[src/ls_isa_pkg.sv]
package ls_isa_pkg;

  localparam int XLEN = 32;  // Data and address width

  // Opcode, loads first then stores
  typedef enum logic [2:0] {
    OP_LB  = 3'd0,  // Signed byte load
    OP_LBU = 3'd1,  // Unsigned byte load
    OP_LH  = 3'd2,  // Signed halfword load
    OP_LHU = 3'd3,  // Unsigned halfword load
    OP_LW  = 3'd4,  // Word load
    OP_SB  = 3'd5,  // Byte store
    OP_SH  = 3'd6,  // Halfword store
    OP_SW  = 3'd7   // Word store
  } ls_op_e;

  // Access width, values follow the byte, half, word enable bit order
  typedef enum logic [1:0] {
    W_BYTE = 2'd0,
    W_HALF = 2'd1,
    W_WORD = 2'd2
  } ls_width_e;

  function automatic logic op_is_store(ls_op_e op);
    return op inside {OP_SB, OP_SH, OP_SW};
  endfunction

  function automatic ls_width_e op_width(ls_op_e op);
    case (op)
      OP_LB, OP_LBU, OP_SB: return W_BYTE;
      OP_LH, OP_LHU, OP_SH: return W_HALF;
      default:              return W_WORD;  // LW and SW
    endcase
  endfunction

  // Only sub-word loads can be signed
  function automatic logic op_is_signed(ls_op_e op);
    return (op == OP_LB) || (op == OP_LH);
  endfunction

endpackage

[src/ls_bus_pkg.sv]
package ls_bus_pkg;

  // Stage 1 to stage 2, one memory access
  typedef struct packed {
    logic                        valid;      // Access present this cycle
    logic                        write;      // Store when set, load otherwise
    ls_isa_pkg::ls_width_e       width;      // Byte, half or word
    logic                        is_signed;  // Load wants sign extension
    logic [ls_isa_pkg::XLEN-1:0] addr;       // Effective byte address
    logic [ls_isa_pkg::XLEN-1:0] wdata;      // Store data, right-justified
  } mem_req_t;

  // Stage 2 to stage 3, load data only
  typedef struct packed {
    logic                        valid;      // Raised for loads only
    ls_isa_pkg::ls_width_e       width;      // Carried along for extension
    logic                        is_signed;
    logic [ls_isa_pkg::XLEN-1:0] rdata;      // Right-justified, zero-filled
  } mem_rsp_t;

  // Response view of a request, data left for the memory to fill
  function automatic mem_rsp_t rsp_from_req(mem_req_t req);
    mem_rsp_t rsp;
    rsp.valid     = req.valid && !req.write;
    rsp.width     = req.width;
    rsp.is_signed = req.is_signed;
    rsp.rdata     = '0;
    return rsp;
  endfunction

  // Number of bytes touched by an access
  function automatic int unsigned width_bytes(ls_isa_pkg::ls_width_e w);
    case (w)
      ls_isa_pkg::W_BYTE: return 1;
      ls_isa_pkg::W_HALF: return 2;
      default:            return 4;
    endcase
  endfunction

endpackage

[src/ls_load_extend.sv]
module ls_load_extend (
  input  logic                        i_clock,
  input  logic                        i_rst_n,
  input  ls_bus_pkg::mem_rsp_t        i_rsp,         // Zero-filled load data
  output logic                        o_load_valid,  // Registered result strobe
  output logic [ls_isa_pkg::XLEN-1:0] o_load_data    // Registered load result
);

  logic [ls_isa_pkg::XLEN-1:0] ext_data;  // Extended, not yet registered

  // Sign bit replicated upward for signed sub-word loads
  always_comb begin
    ext_data = i_rsp.rdata;  // Unsigned and word pass through
    if (i_rsp.is_signed) begin
      case (i_rsp.width)
        ls_isa_pkg::W_BYTE: begin
          ext_data = {{(ls_isa_pkg::XLEN-8){i_rsp.rdata[7]}}, i_rsp.rdata[7:0]};
        end
        ls_isa_pkg::W_HALF: begin
          ext_data = {{(ls_isa_pkg::XLEN-16){i_rsp.rdata[15]}}, i_rsp.rdata[15:0]};
        end
        default: begin
          ext_data = i_rsp.rdata;  // Word is already full width
        end
      endcase
    end
  end

  // Result strobe
  always_ff @(posedge i_clock or negedge i_rst_n) begin
    if (!i_rst_n) begin
      o_load_valid <= 1'b0;
    end else begin
      o_load_valid <= i_rsp.valid;
    end
  end

  // Result data, held between loads
  always_ff @(posedge i_clock) begin
    if (i_rsp.valid) begin
      o_load_data <= ext_data;
    end
  end

endmodule

[config.mk]
export PLATFORM = sky130hd
export DESIGN_NAME = ls_load_extend
export DESIGN_NICKNAME = d
export VERILOG_FILES = /design/src/ls_isa_pkg.sv /design/src/ls_bus_pkg.sv /design/src/ls_load_extend.sv
export SDC_FILE = /design/constraint.sdc
export NUM_CORES = 1
export LEC_CHECK = 0
export ABC_AREA = 0
export BUFFER_PORTS_ARGS = -buffer_cell sky130_fd_sc_hd__buf_2
export CORE_MARGIN = 1.5
export CORE_UTILIZATION = 44
export DETAILED_ROUTE_END_ITERATION = 10
export PLACE_DENSITY = 0.76
export SLEW_MARGIN = 20
export SYNTH_ARGS = -nofsm -noshare
export SYNTH_HDL_FRONTEND = slang
export SYNTH_SLANG_ARGS = --single-unit
[constraint.sdc]
create_clock -name i_clock -period 0.8 [get_ports i_clock]
set_input_delay 0.24 -clock i_clock [delete_from_list [all_inputs] [get_ports i_clock]]
set_output_delay 0.24 -clock i_clock [all_outputs]
set_load 0.02 [all_outputs]
== After elaboration in Yosys (flattened, before gate mapping) ==
Cells that the tools add are included.

* Magnitude comparators: 0
* Shifts and indexed selects: 0
* $mul: 0
* Eq/ne operators: 1
* Add/subtract/negate cells: 0
* Bitwise gates (word level): 0
* Muxes and demuxes: 2
* Reductions and logical operators: 1
* Divide/modulo/power cells: 0

{| class="wikitable"
|+ Operators by type and width
! kind !! count
|-
| $pmux W32 S2 || 1
|-
| $mux W32 || 1
|-
| $eq A2 B1 Y1 const B || 1
|-
| $logic_not A2 Y1 || 1
|}

* Memory bits (read-only): 0
* Bits in latches: 0
* Memories kept: 0
* Output and inout bits: 33
* Input port bits: 38
* Bits in registers: 33
* RAM bits: 0
* Logic and storage cells: 6

== Depth between registers and ports, before layout ==
* Depth in word-level cells: 3
* Mapped depth: 4

== Least setup slack after synthesis ==
OpenSTA, ideal clock, no wires.

* Kind: input -> register
* Start point: in i_rsp[34] (netlist name)
* End point: reg o_load_data[10] (netlist name), data pin
* Cell stages on the path: 3
* Path slack: -362 ps
* Buffers on the path: 1
* Data required time: 546 ps
* Arrival time: 908 ps
* Setup time: 254 ps
* Cells stage by stage: or3b_1 -> buf_6 -> a21o_1

* Word-level cells in the longest chain between the ends: 3
* Elaborated cells between the ends (all ways): 4
* Classes of those cells: eq/ne: 1; mux: 2; reduce/logical: 1

{| class="wikitable"
|+ Ends and longest elaborated chain
! item !! line !! source
|-
| start, declared || ls_load_extend.sv:4 || <nowiki>input ls_bus_pkg::mem_rsp_t i_rsp,</nowiki>
|-
| $eq A2 B1 Y1 / $logic_not A2 Y1 (equally long branches) || ls_load_extend.sv:15 || <nowiki>case (i_rsp.width)</nowiki>
|-
| $pmux W32 S2 * || ls_load_extend.sv:15 ||
|-
| $mux W32 * || ls_load_extend.sv:14 || <nowiki>if (i_rsp.is_signed) begin</nowiki>
|-
| net ext_data (one bit) || ls_load_extend.sv:9 || <nowiki>logic [ls_isa_pkg::XLEN-1:0] ext_data;</nowiki>
|-
| end signal, assigned || ls_load_extend.sv:41 || <nowiki>o_load_data <= ext_data;</nowiki>
|-
| end, declared || ls_load_extend.sv:6 || <nowiki>output logic [ls_isa_pkg::XLEN-1:0] o_load_data</nowiki>
|}

Mark *: on every way through the listed nets, which the timed path passes. The rest lies on a longest branch.
A chain may end at the register's enable or synchronous reset.

== Worst setup path in the final report ==
* Start point: reg o_load_data[28] (netlist name)
* End point: out o_load_data[28] (netlist name)

No word-level cell between the ends.

==> flow_metrics.env <==
export IMPL_status="finished with violations"
export IMPL_violations="negative setup slack"
export IMPL_mostFrequentLayoutCell="buf_2"
export IMPL_period_share_pct=143
export IMPL_yosys_area_top_type="edfxtp_1"
export IMPL_ys_warn_count=0
export IMPL_cp_slowest_cell="edfxtp_1"
export IMPL_vdd_ir_drop_max_v=0.00121
export IMPL_clkPwrFrac_pct=30.4
export IMPL_switchingPower_uw=1030
export IMPL_gp_congestion=0.676
export IMPL_p_per_area_nw_per_um2=2040
export IMPL_wirelength_um=2850
export IMPL_antenna_cells=0
export IMPL_dieArea_um2=3410
export IMPL_dpl_worst_slack_ns=-0.857
export IMPL_viasPerCell=4.80
export IMPL_synth_area_um2=1350
export IMPL_ant_nets=0
export IMPL_p_int_uw=3260
export IMPL_fmax_mhz=873
export IMPL_worst_pin_slew_ns=0.170
export IMPL_leakagePower_uw=0.000988
export IMPL_grt_antenna_before_repair=0
export IMPL_wl_per_cell_um=14.7
export IMPL_cp_top_family="flip-flops"
export IMPL_root_buffer="clkbuf_4"
export IMPL_mostFrequentLayoutCells="41 x buf_2, 32 x buf_6, 32 x edfxtp_1"
export IMPL_grt_max_degree=18
export IMPL_arrival_ns=0.91
export IMPL_multi_input_area_um2=280
export IMPL_p_seq_share_pct=49.9
export IMPL_syn_inst=82
export IMPL_post_route_min_period_ns=1.15
export IMPL_postLayoutCellArea_um2=2100
export IMPL_critPathLaunchType="flop"
export IMPL_remaining_drc_errors=0
export IMPL_overflow=0
export IMPL_track_usage_pct=17.3
export IMPL_routed_via_count=932
export IMPL_hold_path_class="in -> reg"
export IMPL_drv_cap=0
export IMPL_hold_viol=0
export IMPL_clock_sinks=33
export IMPL_coreArea_um2=2830
export IMPL_cp_cell_sequence="buf_6"
export IMPL_synth_avg_cell_area_um2=16.5
export IMPL_start_util_pct=47.7
export IMPL_fin_ws_ns=-0.346
export IMPL_path_class="reg -> out"
export IMPL_grt_pass1_vias=993
export IMPL_combPwrFrac_pct=19.7
export IMPL_ys_seq_elements=33
export IMPL_synth_area_leaders="edfxtp_1 71%, mux2i_1 12%, a21o_1 4.4%"
export IMPL_final_nets=200
export IMPL_cts_tree="yes"
export IMPL_hpwl_um=1850
export IMPL_seq_area_um2=986
export IMPL_rsz0062_at_grt="true"
export IMPL_ios=71
export IMPL_power_switching_share_pct=23.9
export IMPL_ys_types=12
export IMPL_setup_viol=41
export IMPL_slew_headroom_pct=88.4
export IMPL_first_iter_violations=27
export IMPL_die_width_um=58.4
export IMPL_slew_violations=0
export IMPL_clkTransAtPathRegs_ns=0.10
export IMPL_final_layout_size_suffix_gt1_share_pct=54.0
export IMPL_end_kind="output pin"
export IMPL_clock_path_buffers=2
export IMPL_place_port_buffers=70
export IMPL_syn_to_final_growth_pct=55.6
export IMPL_crit_fanout=1
export IMPL_ys_seq_area_share_pct=73.0
export IMPL_placed_area_um2=1790
export IMPL_cts_buffers_inserted=5
export IMPL_die_y_um=58.4
export IMPL_crit_buf_inv=1
export IMPL_cp_slowest_stage_delay_ns=0.42
export IMPL_crit_required_ns=0.56
export IMPL_fillers=191
export IMPL_num_rows=19
export IMPL_grt_pass1_wl_um=4230
export IMPL_first_pass_iters=4
export IMPL_yosysTopAreaCellShare_pct=71.2
export IMPL_htree_levels=2
export IMPL_syn_nets=120
kinds of logic (layout without fill, tap and decap cells):
family	count (synthesis)	after routing	share of synthesized area, %
flip-flops	33	33	73.0
multiplexers	17	17	12.9
buffers and inverters	21	102	7.60
AND/OR/NAND/NOR	3	3	2.04
AO/OA/AOI/OAI	8	8	4.45
metrics by stage:
| stage | power [µW] | setup TNS (ns) | std cells | hold WS, ns | util, % |
|---|---|---|---|---|---|
| global placement | 2810 | -17.89 | 184 | 0.0149 | 63.3 |
| finish | 4290 | -10.62 | 194 | 0.0790 | 74.3 |
| global route | 4480 | -12.23 | 194 | 0.0518 | 74.3 |
| CTS | 4220 | -11.47 | 196 | 0.0782 | 70.9 |
| floorplan | 2510 | -5.42 | 82 | -0.0556 | - |
| detailed placement | 2830 | -19.48 | 184 | 0.0176 | 63.3 |
cell type report:
type | instances | area share, %
clock buffers | 7 | 2.62
clock inverters | 1 | 1.43
inverters | 16 | 2.86
multi-input cells | 28 | 13.3
flip-flops and latches | 33 | 46.9
well taps | 31 | 1.85
repair buffers | 78 | 31.0
cells in the mapped netlist, drive strengths merged:
cell type and instances:
edfxtp 32, and4bb 1, inv 16, a21o 8, mux2i 17, or3b 1
dfrtp 1, nor2b 1, buf 5
worst paths after layout:
path	cells past startpoint	slack, ns	startpoint	endpoint
min	1	0.08	i_rsp[4]	o_load_data[4]
min in group asynchronous	2	0.24	i_rst_n	o_load_valid
max in group asynchronous	2	0.47	i_rst_n	o_load_valid
max	1	-0.35	o_load_data[28]	o_load_data[28]
power groups by stage:
stage	sequential [µW]	clock (µW)	combinational, µW
floorplan	2350	0	154
global placement	2140	0	665
detailed placement	2150	0	682
CTS	2110	1320	780
global route	2160	1420	900
finish	2140	1300	844
registers in the layout (all words and copies together) (netlist names):
signal,flops
o_load_data,32
o_load_valid,1
metal layers:
layer / wire length, µm / up-vias / part of all wire, % / track usage, %
met4: 38 / 0 / 1.3 / 5.98
met3: 275 / 5 / 9.7 / 7.91
li1: - / 447 / - / -
met2: 1560 / 50 / 55 / 30.0
met5: 0 / - / 0 / 0
met1: 969 / 430 / 34 / 18.6
timing repair:
action,4_1_cts,5_1_grt
resized for setup,19,44
endpoints found under the hold margin,1,0
hold buffers,1,0
gates cloned,1,0
buffers inserted,4,0
pin swaps,2,1
endpoints found under the setup margin,57,57
(Power assumes the default switching activity.)
