[src/ls_isa_pkg.sv]
package ls_isa_pkg;

  localparam int XLEN = 32;  // Data and address width

  // Opcode, loads first then stores
  typedef enum logic [2:0] {
    OP_LB  = 3'd0,  // Signed byte load
    OP_LBU = 3'd1,  // Unsigned byte load
    OP_LH  = 3'd2,  // Signed halfword load
    OP_LHU = 3'd3,  // Unsigned halfword load
    OP_LW  = 3'd4,  // Word load
    OP_SB  = 3'd5,  // Byte store
    OP_SH  = 3'd6,  // Halfword store
    OP_SW  = 3'd7   // Word store
  } ls_op_e;

  // Access width, values follow the byte, half, word enable bit order
  typedef enum logic [1:0] {
    W_BYTE = 2'd0,
    W_HALF = 2'd1,
    W_WORD = 2'd2
  } ls_width_e;

  function automatic logic op_is_store(ls_op_e op);
    return op inside {OP_SB, OP_SH, OP_SW};
  endfunction

  function automatic ls_width_e op_width(ls_op_e op);
    case (op)
      OP_LB, OP_LBU, OP_SB: return W_BYTE;
      OP_LH, OP_LHU, OP_SH: return W_HALF;
      default:              return W_WORD;  // LW and SW
    endcase
  endfunction

  // Only sub-word loads can be signed
  function automatic logic op_is_signed(ls_op_e op);
    return (op == OP_LB) || (op == OP_LH);
  endfunction

endpackage

[src/ls_bus_pkg.sv]
package ls_bus_pkg;

  // Stage 1 to stage 2, one memory access
  typedef struct packed {
    logic                        valid;      // Access present this cycle
    logic                        write;      // Store when set, load otherwise
    ls_isa_pkg::ls_width_e       width;      // Byte, half or word
    logic                        is_signed;  // Load wants sign extension
    logic [ls_isa_pkg::XLEN-1:0] addr;       // Effective byte address
    logic [ls_isa_pkg::XLEN-1:0] wdata;      // Store data, right-justified
  } mem_req_t;

  // Stage 2 to stage 3, load data only
  typedef struct packed {
    logic                        valid;      // Raised for loads only
    ls_isa_pkg::ls_width_e       width;      // Carried along for extension
    logic                        is_signed;
    logic [ls_isa_pkg::XLEN-1:0] rdata;      // Right-justified, zero-filled
  } mem_rsp_t;

  // Response view of a request, data left for the memory to fill
  function automatic mem_rsp_t rsp_from_req(mem_req_t req);
    mem_rsp_t rsp;
    rsp.valid     = req.valid && !req.write;
    rsp.width     = req.width;
    rsp.is_signed = req.is_signed;
    rsp.rdata     = '0;
    return rsp;
  endfunction

  // Number of bytes touched by an access
  function automatic int unsigned width_bytes(ls_isa_pkg::ls_width_e w);
    case (w)
      ls_isa_pkg::W_BYTE: return 1;
      ls_isa_pkg::W_HALF: return 2;
      default:            return 4;
    endcase
  endfunction

endpackage

[src/ls_agen.sv]
module ls_agen (
  input  logic                        i_clock,
  input  logic                        i_rst_n,
  input  logic                        i_valid,       // One-cycle strobe per op
  input  ls_isa_pkg::ls_op_e          i_op,
  input  logic [ls_isa_pkg::XLEN-1:0] i_base,
  input  logic [ls_isa_pkg::XLEN-1:0] i_offset,
  input  logic [ls_isa_pkg::XLEN-1:0] i_store_data,
  output ls_bus_pkg::mem_req_t        o_req          // Registered request
);

  // Decoded view of the incoming op
  logic                        dec_write;
  ls_isa_pkg::ls_width_e       dec_width;
  logic                        dec_signed;
  logic [ls_isa_pkg::XLEN-1:0] eff_addr;

  // Registered request fields
  logic                        valid_q;
  logic                        write_q;
  ls_isa_pkg::ls_width_e       width_q;
  logic                        signed_q;
  logic [ls_isa_pkg::XLEN-1:0] addr_q;
  logic [ls_isa_pkg::XLEN-1:0] wdata_q;

  // Base plus offset, carry out dropped
  assign eff_addr = i_base + i_offset;

  // Opcode decode
  assign dec_write  = ls_isa_pkg::op_is_store(i_op);
  assign dec_width  = ls_isa_pkg::op_width(i_op);
  assign dec_signed = ls_isa_pkg::op_is_signed(i_op);

  // Strobe pipe, the only state reset touches here
  always_ff @(posedge i_clock or negedge i_rst_n) begin
    if (!i_rst_n) begin
      valid_q <= 1'b0;
    end else begin
      valid_q <= i_valid;
    end
  end

  // Payload only moves with a strobe
  always_ff @(posedge i_clock) begin
    if (i_valid) begin
      write_q  <= dec_write;
      width_q  <= dec_width;
      signed_q <= dec_signed;
      addr_q   <= eff_addr;
      // Loads carry no data
      wdata_q  <= dec_write ? i_store_data : '0;
    end
  end

  assign o_req = '{
    valid:     valid_q,
    write:     write_q,
    width:     width_q,
    is_signed: signed_q,
    addr:      addr_q,
    wdata:     wdata_q
  };

endmodule

[config.mk]
export PLATFORM = sky130hd
export DESIGN_NAME = ls_agen
export DESIGN_NICKNAME = d
export VERILOG_FILES = /design/src/ls_isa_pkg.sv /design/src/ls_bus_pkg.sv /design/src/ls_agen.sv
export SDC_FILE = /design/constraint.sdc
export NUM_CORES = 1
export LEC_CHECK = 0
export ABC_CLOCK_PERIOD_IN_PS = 960
export BUFFER_PORTS_ARGS = -buffer_cell sky130_fd_sc_hd__buf_2
export CAP_MARGIN = 15
export CORE_MARGIN = 2
export CORE_UTILIZATION = 53
export DETAILED_ROUTE_END_ITERATION = 12
export HOLD_SLACK_MARGIN = 0.08
export PLACE_DENSITY = 0.95
export SLEW_MARGIN = 20
export SYNTH_ARGS = -nofsm -noshare
export SYNTH_HDL_FRONTEND = slang
export SYNTH_SLANG_ARGS = --single-unit
[constraint.sdc]
create_clock -name i_clock -period 0.96 [get_ports i_clock]
set_input_delay 0.048 -clock i_clock [delete_from_list [all_inputs] [get_ports i_clock]]
set_output_delay 0.048 -clock i_clock [all_outputs]
set_load 0.01 [all_outputs]
==> results.json, run 1 <==
{
  "outcome": "stopped before the end",
  "lastStage": "5_1_grt",
  "error_line": "[ERROR GRT-0232] Routing congestion too high. Check the congestion heatmap in the GUI.",
  "htreeDepth": 3,
  "dp.final_hpwl_mm": 10.51,
  "avgSynthCellArea_um2": 11.47,
  "numCtsBuffers": 9,
  "synth_edf_count": 68,
  "io_pins": 171,
  "die_x_um": 94.21,
  "clock_path_buffers": 2,
  "io_buffers": 170,
  "syn_area_um2": 4313,
  "worst_endpoint_kind": "sequential cell input",
  "overflow": 3,
  "gp_congestion": 0.9058,
  "ys_seq_area_share_pct": 47.93,
  "cts_sinks": 69,
  "grt-worst-endpoint": "addr_q[28]$_DFFE_PP_/D",
  "root_buffer": "clkbuf_8",
  "ys.flop_type": "edfxtp_1",
  "synthArstFlopShare_pct": 1.449,
  "gr-usage-all-layers_pct": 70.87,
  "grt_max_degree": 34,
  "start_util_pct": 55.24,
  "dp.cells": 729,
  "ys_ff_latch": 69,
  "yosys_warnings": 0,
  "die_h_um": 94.21,
  "syn_inst": 376,
  "pre_cts_ws_ns": -1.236,
  "syn_nets": 510,
  "synth_cell_types": 64,
  "fp-row-count": 32
}
[kinds of logic after synthesis]
| family | after synthesis | synth area share (%) |
|---|---|---|
| adder cells (fa/ha/maj) | 32 | 9.457 |
| flip-flops | 69 | 47.93 |
| multiplexers | 1 | 0.2321 |
| buffers and inverters | 21 | 4.177 |
| XOR/XNOR | 27 | 5.483 |
| AND/OR/NAND/NOR | 118 | 15.64 |
| AO/OA/AOI/OAI | 108 | 17.09 |
[Yosys cell counts (6+ instances only)]
| cell type | number | share of area, % |
|---|---|---|
| edfxtp_1 | 68 | 47 |
| o21ai_0 | 19 | 2.2 |
| o21bai_1 | 6 | 1.0 |
| a21oi_1 | 26 | 3.0 |
| nor3_1 | 10 | 1.2 |
| xor2_1 | 12 | 2.4 |
| nand3_1 | 6 | 0.70 |
| nand4_1 | 10 | 1.5 |
| ha_1 | 31 | 9.0 |
| nand2_1 | 19 | 1.7 |
| xnor2_1 | 15 | 3.0 |
| a21o_1 | 14 | 2.4 |
| and2_1 | 34 | 4.9 |
| nor2_1 | 18 | 1.6 |
[stage by stage]
| step | setup TNS [ns] | area (um^2) |
|---|---|---|
| CTS | -16.73 | 7101 |
| detailed placement | -29.20 | 6122 |
| global placement | -27.05 | 6122 |
| floorplan | -18.80 | 4557 |
[repair_timing]
item | 4_1_cts
gates resized for setup | 64
gates cloned | 0
pin swaps | 44
hold buffers | 36
hold endpoints to repair | 37
buffers inserted | 13
endpoints found under the setup margin | 32
[routing by layer]
metal	GRT overflow	track usage, %
met1	0	69.19
met2	2	89.11
met3	0	53.85
met4	1	75.12
met5	0	8.333
==> run 2: changes to the inputs <==
Settings changed: CORE_UTILIZATION 53 to 40, HOLD_SLACK_MARGIN 0.08 to default, PLACE_DENSITY 0.95 to default, PLACE_DENSITY_LB_ADDON from default to 0.15.
==> results.json, run 2 <==
{
  "rsz0062_at_grt": "true",
  "ys_ff_latch": 69,
  "first_pass_iters": 5,
  "final_cell_area_um2": 7415,
  "nets": 837,
  "numCtsBuffers": 9,
  "setup_viol": 28,
  "dieArea_um2": 11630,
  "placed_cell_area_um2": 6315,
  "yosysTopAreaCellShare_pct": 47.35,
  "critPathLaunch": "i_offset[0]",
  "dp.final_hpwl_mm": 9.713,
  "viasPerCell": 4.963,
  "io_pins": 171,
  "gp_congestion": 0.9303,
  "hp-class": "in -> reg",
  "outcome": "finished with violations",
  "synth_cell_types": 64,
  "synthAdderAreaFrac_pct": 9.457,
  "max-vdd-ir-drop_v": 0.0007885,
  "die_h_um": 107.8,
  "failed_checks": "negative setup slack",
  "clk_pin_slew_ns": 0.07,
  "grt_pass1_wl_mm": 19.44,
  "ys_top_cells_by_area": "edfxtp_1, ha_1, and2_1, xnor2_1, a21oi_1",
  "yosysTopAreaCell": "edfxtp_1",
  "num_vias": 4189,
  "synth_most_common_cell": "edfxtp_1",
  "worst_pin_slew_ns": 0.4626,
  "drv_cap": 0,
  "period_share_pct": 179.9,
  "cp-start-kind": "input pin",
  "crit_arrival_ns": 1.82,
  "setup_slack_ns": -0.7672,
  "fin_util_pct": 71.18,
  "diodes": 0,
  "fin_total_pwr_mw": 10.11,
  "crit_required_ns": 1.05,
  "synth_commonest_cells": "edfxtp_1, and2_1, ha_1",
  "overflow": 0,
  "grt_pass1_vias": 4110,
  "synth_edf_count": 68,
  "avgSynthCellArea_um2": 11.47,
  "yosys_warnings": 0,
  "synth_compound_area_share_pct": 17.09,
  "cts_sinks": 69,
  "ys_seq_area_share_pct": 47.93,
  "postRouteAntennaNets": 0,
  "root_buffer": "clkbuf_8",
  "final_common_cell": "buf_2",
  "clock_path_buffers": 2,
  "setup_tns_ns": -16.34,
  "powerDensity_nw_per_um2": 1363,
  "drt-initial-drc-count": 207,
  "yosys.area_share.simple_pct": 15.64,
  "syn_area_um2": 4313,
  "syn_nets": 510,
  "end_kind": "flip-flop",
  "reg_top3": "addr_q (32), wdata_q (32), width_q (2)",
  "final_cell_mix": "buf_2, buf_4, edfxtp_1, and2_1, dlygate4sd3_1",
  "synth_xor_area_share_pct": 5.483,
  "synth_top_family_by_area": "compound AO/OA/AOI/OAI gates",
  "muxShareOfSynthArea_pct": 0.2321,
  "ys.flop_type": "edfxtp_1",
  "worst-path-max-fanout": 3,
  "core_area_um2": 10420,
  "synthArstFlopShare_pct": 1.449,
  "antenna_found_initial": 0,
  "critPathKind": "in -> reg",
  "cts_tree": "built",
  "fp-row-count": 37,
  "drc_errors": 0,
  "finalMaxSlewViolations": 0,
  "cellLeakagePower_nw": 3.233,
  "wl_per_cell_um": 14.96,
  "htreeDepth": 3,
  "grt_max_degree": 38,
  "hold_violations": 0,
  "finalCriticalPeriod_ns": 1.727,
  "die_x_um": 107.8,
  "drive_gt1_share_pct": 54.80,
  "max_freq_mhz": 579.0,
  "relSlewSlack_pct": 69.08,
  "io_buffers": 170,
  "endpoint": "addr_q[12]",
  "area_delta_synth_final_pct": 71.92,
  "drt_wl_total_mm": 12.63,
  "syn_inst": 376,
  "gr-usage-all-layers_pct": 21.57,
  "start_util_pct": 41.41
}
==> run 2: cell counts after synthesis <==
No cell type changed its count.
==> run 2: worst min path at each step <==
stage	startpoint	endpoint	cells past startpoint
2_1_floorplan	i_rst_n	valid_q	0
3_3_place_gp	i_rst_n	valid_q	1
3_5_place_dp	i_rst_n	valid_q	1
4_1_cts	i_store_data[31]	wdata_q[31]	2
5_1_grt	i_store_data[31]	wdata_q[31]	2
6_report	i_store_data[31]	wdata_q[31]	2
==> run 2: cell families after synthesis <==
family,after synthesis
flip-flops,69
AO/OA/AOI/OAI,108
adder cells (fa/ha/maj),32
buffers and inverters,21
multiplexers,1
AND/OR/NAND/NOR,118
XOR/XNOR,27
==> run 2: layout make-up <==
type	count	area [um^2]
clock inverters	5	98.84
multi-input cells	286	2596
flip-flops and latches	69	2067
repair buffers	333	2336
fillers	759	3002
clock buffers	11	131.4
inverters	4	15.01
well taps	136	170.2
==> run 2: metal layers <==
layer	track usage [%]	vias up	share of wire, %
met5	0	-	0
met4	8.150	0	1.6
met3	3.148	16	6.7
met2	37.20	184	50
met1	27.26	1910	42
li1	-	2079	-
==> run 2: repair_timing <==
action                                  in CTS  in global routing
gates resized for setup                     48                 29
endpoints found under the hold margin       33                  0
hold buffers                                34                  0
endpoints found under the setup margin      32                 34
buffers inserted                             6                  5
pin swaps                                   26                 21
==> run 2: power breakdown <==
| group | switching (mW) | internal (mW) | total [mW] |
|---|---|---|---|
| Clock | 1.02 | 1.71 | 2.74 |
| Combinational | 1.66 | 1.86 | 3.52 |
| Sequential | 0.0904 | 3.76 | 3.85 |
==> run 2: critical path: stages <==
cell,delay [ns]
buf_6,0.10
ha_4,0.15
fa_2,0.34
a21o_1,0.23
a221oi_4,0.30
buf_4,0.19
o21ai_2,0.06
o21a_1,0.20
nor2_1,0.13
xnor2_1,0.08
==> run 2: stage by stage <==
stage                     std cells  setup WS, ns  hold WS, ns
after floorplan                 376        -1.013      -0.2476
after global placement          783        -1.190      -0.1748
after detailed placement        783        -1.202      -0.1692
after CTS                       839       -0.7359    0.0007062
after global routing            844       -0.8589      0.01381
final                           844       -0.7672      0.01943
(Power assumes the default switching activity.)
